===== config.mk =====
export PLATFORM = sky130hd
export DESIGN_NAME = load_extend_flat
export DESIGN_NICKNAME = d
export VERILOG_FILES = /design/src/rtl/mem_op_pkg.sv /design/src/rtl/mem_bus_pkg.sv /design/src/rtl/mem_rsp_if.sv /design/src/rtl/load_extend.sv /design/src/flat_wrapper.sv
export VERILOG_INCLUDE_DIRS = /design/src /design/src/rtl
export SDC_FILE = /design/constraint.sdc
export NUM_CORES = 1
export LEC_CHECK = 0
export BUFFER_PORTS_ARGS = -buffer_cell sky130_fd_sc_hd__buf_2
export CORE_MARGIN = 2
export CORE_UTILIZATION = 49
export CTS_BUF_LIST = sky130_fd_sc_hd__clkbuf_8
export CTS_CLUSTER_SIZE = 25
export DETAILED_ROUTE_END_ITERATION = 7
export PLACE_DENSITY = 0.82
export RECOVER_POWER = 50
export SLEW_MARGIN = 20
export SYNTH_ARGS = -nofsm -noshare
export SYNTH_HDL_FRONTEND = slang
export SYNTH_SLANG_ARGS = --single-unit

===== constraint.sdc =====
create_clock -name clk -period 2 [get_ports clk]
set_input_delay 0.4 -clock clk [delete_from_list [all_inputs] [get_ports clk]]
set_output_delay 0.4 -clock clk [all_outputs]
set_load 0.05 [all_outputs]

===== src/rtl/dm_config.svh =====
`ifndef DM_CONFIG_SVH
`define DM_CONFIG_SVH

// Byte address bits, 4 KB space
`define DM_ADDR_WIDTH 12

`define DM_DATA_WIDTH 32

// Words in the data memory
`define DM_DEPTH 1024

`endif


===== src/rtl/mem_op_pkg.sv =====
`include "dm_config.svh"

package mem_op_pkg;

   typedef enum logic [3:0] {
      OP_NONE = 4'd0,
      OP_SB   = 4'd1,
      OP_SH   = 4'd2,
      OP_SW   = 4'd3,
      OP_LB   = 4'd4,
      OP_LBU  = 4'd5,
      OP_LH   = 4'd6,
      OP_LHU  = 4'd7,
      OP_LW   = 4'd8
   } mem_op_e;

   // Same codes as EXT_MEM in the older core
   typedef enum logic [2:0] {
      KIND_BYTE   = 3'b000,
      KIND_BYTE_U = 3'b001,
      KIND_HALF   = 3'b010,
      KIND_HALF_U = 3'b011,
      KIND_WORD   = 3'b100
   } load_kind_e;

   function automatic logic is_store(mem_op_e op);
      return op inside {OP_SB, OP_SH, OP_SW};
   endfunction

   function automatic logic is_load(mem_op_e op);
      return op inside {OP_LB, OP_LBU, OP_LH, OP_LHU, OP_LW};
   endfunction

   function automatic load_kind_e kind_of(mem_op_e op);
      case (op)
         OP_LB:   return KIND_BYTE;
         OP_LBU:  return KIND_BYTE_U;
         OP_LH:   return KIND_HALF;
         OP_LHU:  return KIND_HALF_U;
         default: return KIND_WORD;
      endcase
   endfunction

   // Halfwords need bit 0 clear, words need both low bits clear
   function automatic logic misaligned(mem_op_e op,
                                       logic [$clog2(`DM_DATA_WIDTH/8)-1:0] off);
      case (op)
         OP_SH, OP_LH, OP_LHU: return off[0];
         OP_SW, OP_LW:         return |off;
         default:              return 1'b0;
      endcase
   endfunction

endpackage


===== src/rtl/mem_bus_pkg.sv =====
`include "dm_config.svh"

package mem_bus_pkg;

   localparam int BYTES_PER_WORD = `DM_DATA_WIDTH / 8;
   localparam int OFF_WIDTH      = $clog2(BYTES_PER_WORD);

   // One data word as stored in the array
   typedef logic [`DM_DATA_WIDTH-1:0] word_t;

   // One enable per byte lane
   typedef logic [BYTES_PER_WORD-1:0] byte_en_t;

   // Word index, byte address without the offset bits
   typedef logic [`DM_ADDR_WIDTH-OFF_WIDTH-1:0] word_addr_t;

   typedef logic [OFF_WIDTH-1:0] byte_off_t;

endpackage


===== src/rtl/mem_rsp_if.sv =====
`timescale 1ns/1ns

interface mem_rsp_if;
   import mem_op_pkg::*;
   import mem_bus_pkg::*;

   logic       valid;     // Aligned load present
   word_t      rdata;     // Full addressed word
   load_kind_e kind;
   byte_off_t  byte_off;
   logic       fault;

   modport source (
      output valid, rdata, kind, byte_off, fault
   );

   modport sink (
      input valid, rdata, kind, byte_off, fault
   );

endinterface


===== src/rtl/load_extend.sv =====
`timescale 1ns/1ns

module load_extend (
   input  logic               clk,
   input  logic               reset,
   mem_rsp_if.sink            rsp,
   output logic               load_valid,
   output mem_bus_pkg::word_t load_data,
   output logic               align_fault
);
   import mem_op_pkg::*;
   import mem_bus_pkg::*;

   logic [7:0]  lane_byte;
   logic [15:0] lane_half;
   word_t       ext_data;

   assign lane_byte = rsp.rdata[8*rsp.byte_off +: 8];
   assign lane_half = rsp.byte_off[1] ? rsp.rdata[31:16] : rsp.rdata[15:0];

   always_comb begin
      case (rsp.kind)
         KIND_BYTE:   ext_data = {{24{lane_byte[7]}}, lane_byte};
         KIND_BYTE_U: ext_data = {24'h000000, lane_byte};
         KIND_HALF:   ext_data = {{16{lane_half[15]}}, lane_half};    // Same for both halves
         KIND_HALF_U: ext_data = {16'h0000, lane_half};
         default:     ext_data = rsp.rdata;
      endcase
   end

   always_ff @(posedge clk) begin
      if (reset) begin
         load_valid  <= 1'b0;
         align_fault <= 1'b0;
         load_data   <= '0;
      end else begin
         load_valid  <= rsp.valid;
         align_fault <= rsp.fault;
         if (rsp.valid) begin
            load_data <= ext_data;    // Holds the last load otherwise
         end
      end
   end

endmodule


===== src/flat_wrapper.sv =====
// flat-port wrapper written by rule: the top's interface ports become plain ports
module load_extend_flat import mem_op_pkg::*; import mem_bus_pkg::*;
  (clk, reset, load_valid, load_data, align_fault, rsp_valid, rsp_rdata, rsp_kind, rsp_byte_off, rsp_fault);
  mem_rsp_if rsp_i ();
  input  logic clk;
  input  logic reset;
  output logic load_valid;
  output mem_bus_pkg::word_t load_data;
  output logic align_fault;
  input wire logic [$bits(rsp_i.valid)-1:0] rsp_valid;
  input wire logic [$bits(rsp_i.rdata)-1:0] rsp_rdata;
  input wire logic [$bits(rsp_i.kind)-1:0] rsp_kind;
  input wire logic [$bits(rsp_i.byte_off)-1:0] rsp_byte_off;
  input wire logic [$bits(rsp_i.fault)-1:0] rsp_fault;
  assign rsp_i.valid = rsp_valid;
  assign rsp_i.rdata = rsp_rdata;
  assign rsp_i.kind = rsp_kind;
  assign rsp_i.byte_off = rsp_byte_off;
  assign rsp_i.fault = rsp_fault;
  load_extend u_core (.clk(clk), .reset(reset), .rsp(rsp_i), .load_valid(load_valid), .load_data(load_data), .align_fault(align_fault));
endmodule

; Word level (Yosys, flattened, before mapping)
; Cells that the tools add are included.
[totals]
register_bits = 34
input_bits = 41
out_inout_bits = 34
wordCells = 10
[classes]
n_eq_ne = 3
n_shift = 1
n_mux = 2
n_reduce_logical = 1
[op_table]
columns = operator, count
row1 = $pmux W32 S4, 1
row2 = $shiftx A32 B6 Y8, 1
row3 = $mux W16, 1
row4 = $eq A3 B2 Y1 const B, 2
row5 = $eq A3 B1 Y1 const B, 1
row6 = $logic_not A3 Y1, 1

; Longest topological paths before layout
[logic_depth]
ltp_word = 2
ltp_mapped = 5
mapped_depth_nobuf = 3

; Worst setup path after synthesis
; OpenSTA, ideal clock, no wires.
[synth_path]
path_type = input to register
from = in rsp_byte_off[1]
to = reg u_core.load_data[29]
setup_time_ps = 146
t_arrival_ps = 1371
t_required_ps = 1854
setup_slack_ps = 483
path_stages = 5
n_path_buf = 2
cell_sequence = buf_4 mux2_2 nand3_1 buf_2 a41oi_1
[synth_between]
elab_chain_len = 2
word_cells_on_any_way = 3
classes_between = 1 x shift / 2 x mux
[synth_rtl]
columns = item, line
row1 = "start, declared", flat_wrapper.sv:13  ; input wire logic [$bits(rsp_i.byte_off)-1:0] rsp_byte_off;
row2 = $shiftx A32 B6 Y8 / $mux W16 (equally long branches), "load_extend.sv:18, load_extend.sv:19"
row3 = $pmux W32 S4 *, load_extend.sv:22  ; case (rsp.kind)
row4 = "end signal, assigned", load_extend.sv:40  ; load_data <= ext_data;
row5 = "end, declared", load_extend.sv:8  ; output mem_bus_pkg::word_t load_data,
; Mark *: on every way between the ends. The rest lies on a longest branch, timed or not.
; A chain may end at the register's enable or synchronous reset.

; Worst setup path after layout
[layout_path]
from = in rsp_byte_off[0]
to = reg u_core.load_data[10]
[layout_between]
elab_chain_len = 2
[layout_rtl]
columns = item, line
row1 = $shiftx A32 B6 Y8, load_extend.sv:18  ; assign lane_byte = rsp.rdata[8*rsp.byte_off +: 8];
row2 = $pmux W32 S4, load_extend.sv:22
; No other way between the ends.

==> results.yml <==
setup_path:
  critPathArrivalTime_ps: 1660
  worstPathRequired_ps: 2140
  startpoint_type: "input port"
  path_max_fanout: 8
  worstRegToRegCells: 3
  worstReg2RegEnd: "u_core.load_data[3]$_SDFFE_PP0P_"
  cp-startpoint: "rsp_byte_off[0]"
  crit_end: "u_core.load_data[10]$_SDFFE_PP0P_"
  path_class: "input port to register"
  r2r_slack_ps: 1040
  cp-end-kind: "register"
  r2r_start: "u_core.load_data[3]$_SDFFE_PP0P_"
yosys:
  synth_xor_area_frac: 0
  synth-seq-area-share: 0.386
  synthAdderAreaFrac: 0
  synth_edf_count: 0
  ys.flop_type: "dfxtp_1"
  synth_cells: 196
  synth_area_um2: 1760
  synth_compound_area_frac: 0.284
  synth_fp_nets: 237
  synth_top_family_by_area: "compound AO/OA/AOI/OAI gates"
  async_flop_share: 0
  syn-mean-instance-area_um2: 8.99
  synthMuxAreaShare: 0.0667
  ys_warn_count: 0
  ys_types: 35
  ys_ff_latch: 34
  synth-simple-area-share: 0.196
placed_design:
  place_hpwl_um: 3490
  io_buffers: 74
  gp_congestion: 0.870
clock_tree:
  numCtsBuffers: 5
  clk_pin_slew_ps: 70
  cts_tree: "built"
  cts_max_level: 2
  clockBufferDepth: 2
  numClockSinks: 34
  holdBufCountCts: 0
  cts_resized: 0
  clock-root-buffer: "clkbuf_8"
  clk_latency_ps: 280
  cts_setup_buffers: 0
power_and_ir_drop:
  internal_power_w: 0.00114
  pwr_density_cell_nw_per_um2: 792
  pwr-share-seq: 0.436
  comb_power_share: 0.279
  p_leak_nw: 0.910
  ir_drop_mv: 0.483
  report.power.total_w: 0.00173
  p_sw_w: 0.000598
  pwr-share-clk: 0.285
  swShare: 0.345
final_layout:
  syn2layout_area_growth_pct: 24.2
  antennaDiodeCount: 0
  final_common_cell: "buf_2"
  drive_gt1_frac: 0.234
  fill_cells: 320
  nets: 303
  multi_input_area_um2: 963
  final_cell_mix: "44 x buf_2, 34 x dfxtp_1, 31 x clkbuf_1"
  seq_area_um2: 681
timing:
  fmax_mhz: 659
  rsz0062_at_grt: "no"
  timing.setup.tns_ps: 0
  layout_min_cycle_time_ps: 1520
  holdWs_ps: 345
  finClkSkew_ps: 0
  final-hold-violation-count: 0
  fin_crit_sh: 0.758
  setup_viol: 0
  drv_slew: 0
  worst_pin_slew_ps: 812
  slew_headroom: 0.451
die:
  die_area_um2: 4090
  die_width_um: 64.0
  boundaryPins: 75
  floorplan.initialDensity: 0.520
  placeableCoreArea_um2: 3390
  die_h_um: 64.0
  row_count: 21
grt:
  top_usage_layer: "met2"
  grt_max_degree: 36
  use_met3: 0.0651
  met1_usage: 0.330
  grt_pass1_wl_um: 7660
  overflow: 0
  antenna_found_initial: 0
  use_met2: 0.365
  grt_util_all_layers: 0.238
  grt_pass1_vias: 1632
detailed_routing:
  routed_wl_um: 4860
  firstDrtPassIters: 4
  vias: 1801
  wl_per_cell_um: 15.8
  post-route-drc-count: 0
  via_per_inst: 5.87
  ant_nets: 0
  drtIter0Drc: 138
flow_run:
  max-cap-violations: 0
min_path:
  hp-class: "input port to register"
status:
  status: "complete, no violations"
worst max-delay path, stage by stage:
cell and delay (ps):
buf_2 130, mux4_2 580, a211oi_4 440, nor4_1 110
routing by layer:
layer / share of wire / up-vias
met5: 0 / -
met4: 0.012 / 0
met3: 0.092 / 8
met2: 0.45 / 98
met1: 0.45 / 817
li1: - / 878
how the worst min path moves through the flow:
stage | from | depth (start not counted) | slack (ps) | to
CTS | rsp_fault | 2 | 340 | u_core.align_fault$_SDFF_PP0_
detailed placement | u_core.load_data[6]$_SDFFE_PP0P_ | 2 | 480 | u_core.load_data[6]$_SDFFE_PP0P_
global route | rsp_fault | 2 | 360 | u_core.align_fault$_SDFF_PP0_
finish | rsp_fault | 2 | 350 | u_core.align_fault$_SDFF_PP0_
global placement | u_core.load_data[1]$_SDFFE_PP0P_ | 2 | 480 | u_core.load_data[1]$_SDFFE_PP0P_
floorplan | rsp_fault | 1 | 530 | u_core.align_fault$_SDFF_PP0_
cell families after synthesis:
family / Yosys count
compound gates: 61
buf+inv: 27
flops: 34
mux: 10
simple gates: 64
cell type report:
class                           instances  area share
Clock buffer                            6      0.0377
Sequential cell                        34       0.311
Timing Repair Buffer                   79       0.173
Tap cell                               46      0.0263
Inverter                                7      0.0120
Multi-Input combinational cell        135       0.440
stage by stage:
stage,util,worst slack (ps),std cells,instance area (um2)
2_1_floorplan,-,483,196,1760
3_3_place_gp,0.634,221,301,2150
3_5_place_dp,0.634,163,301,2150
4_1_cts,0.658,471,307,2230
5_1_grt,0.646,399,307,2190
6_report,0.646,483,307,2190
cells in the mapped netlist, drive strengths merged (2+ instances only):
cell    number  area (um2)
dfxtp       34         681
nand2       19        71.3
o21bai      17         128
a41oi       16         140
nor2        13        48.8
clkbuf      11        41.3
buf          9        51.3
nor2b        9        56.3
o22ai        9        56.3
nor4         8        50.1
inv          7        26.3
mux2i        5        50.1
a211o        4        35.0
a311oi       4        35.0
mux2         4        45.0
nor4b        4        35.0
a211oi       3        35.0
a32oi        2        17.5
nand2b       2        12.5
nand3b       2        18.8
nor3b        2        15.0
nor4bb       2        20.0
o311a        2        20.0
flip-flops by register name, indices dropped and copies added, names as in the netlist:
signal              flops
u_core.load_data       32
u_core.align_fault      1
u_core.load_valid       1
power groups by stage:
stage / clock network (W) / logic [W] / registers (W)
6_report: 0.000495 / 0.000483 / 0.000756
5_1_grt: 0.000538 / 0.000513 / 0.000761
4_1_cts: 0.000499 / 0.000496 / 0.000754
3_5_place_dp: 0 / 0.000494 / 0.000769
3_3_place_gp: 0 / 0.000490 / 0.000769
2_1_floorplan: 0 / 0.000178 / 0.000949
Power figures use the tool's default switching activity.
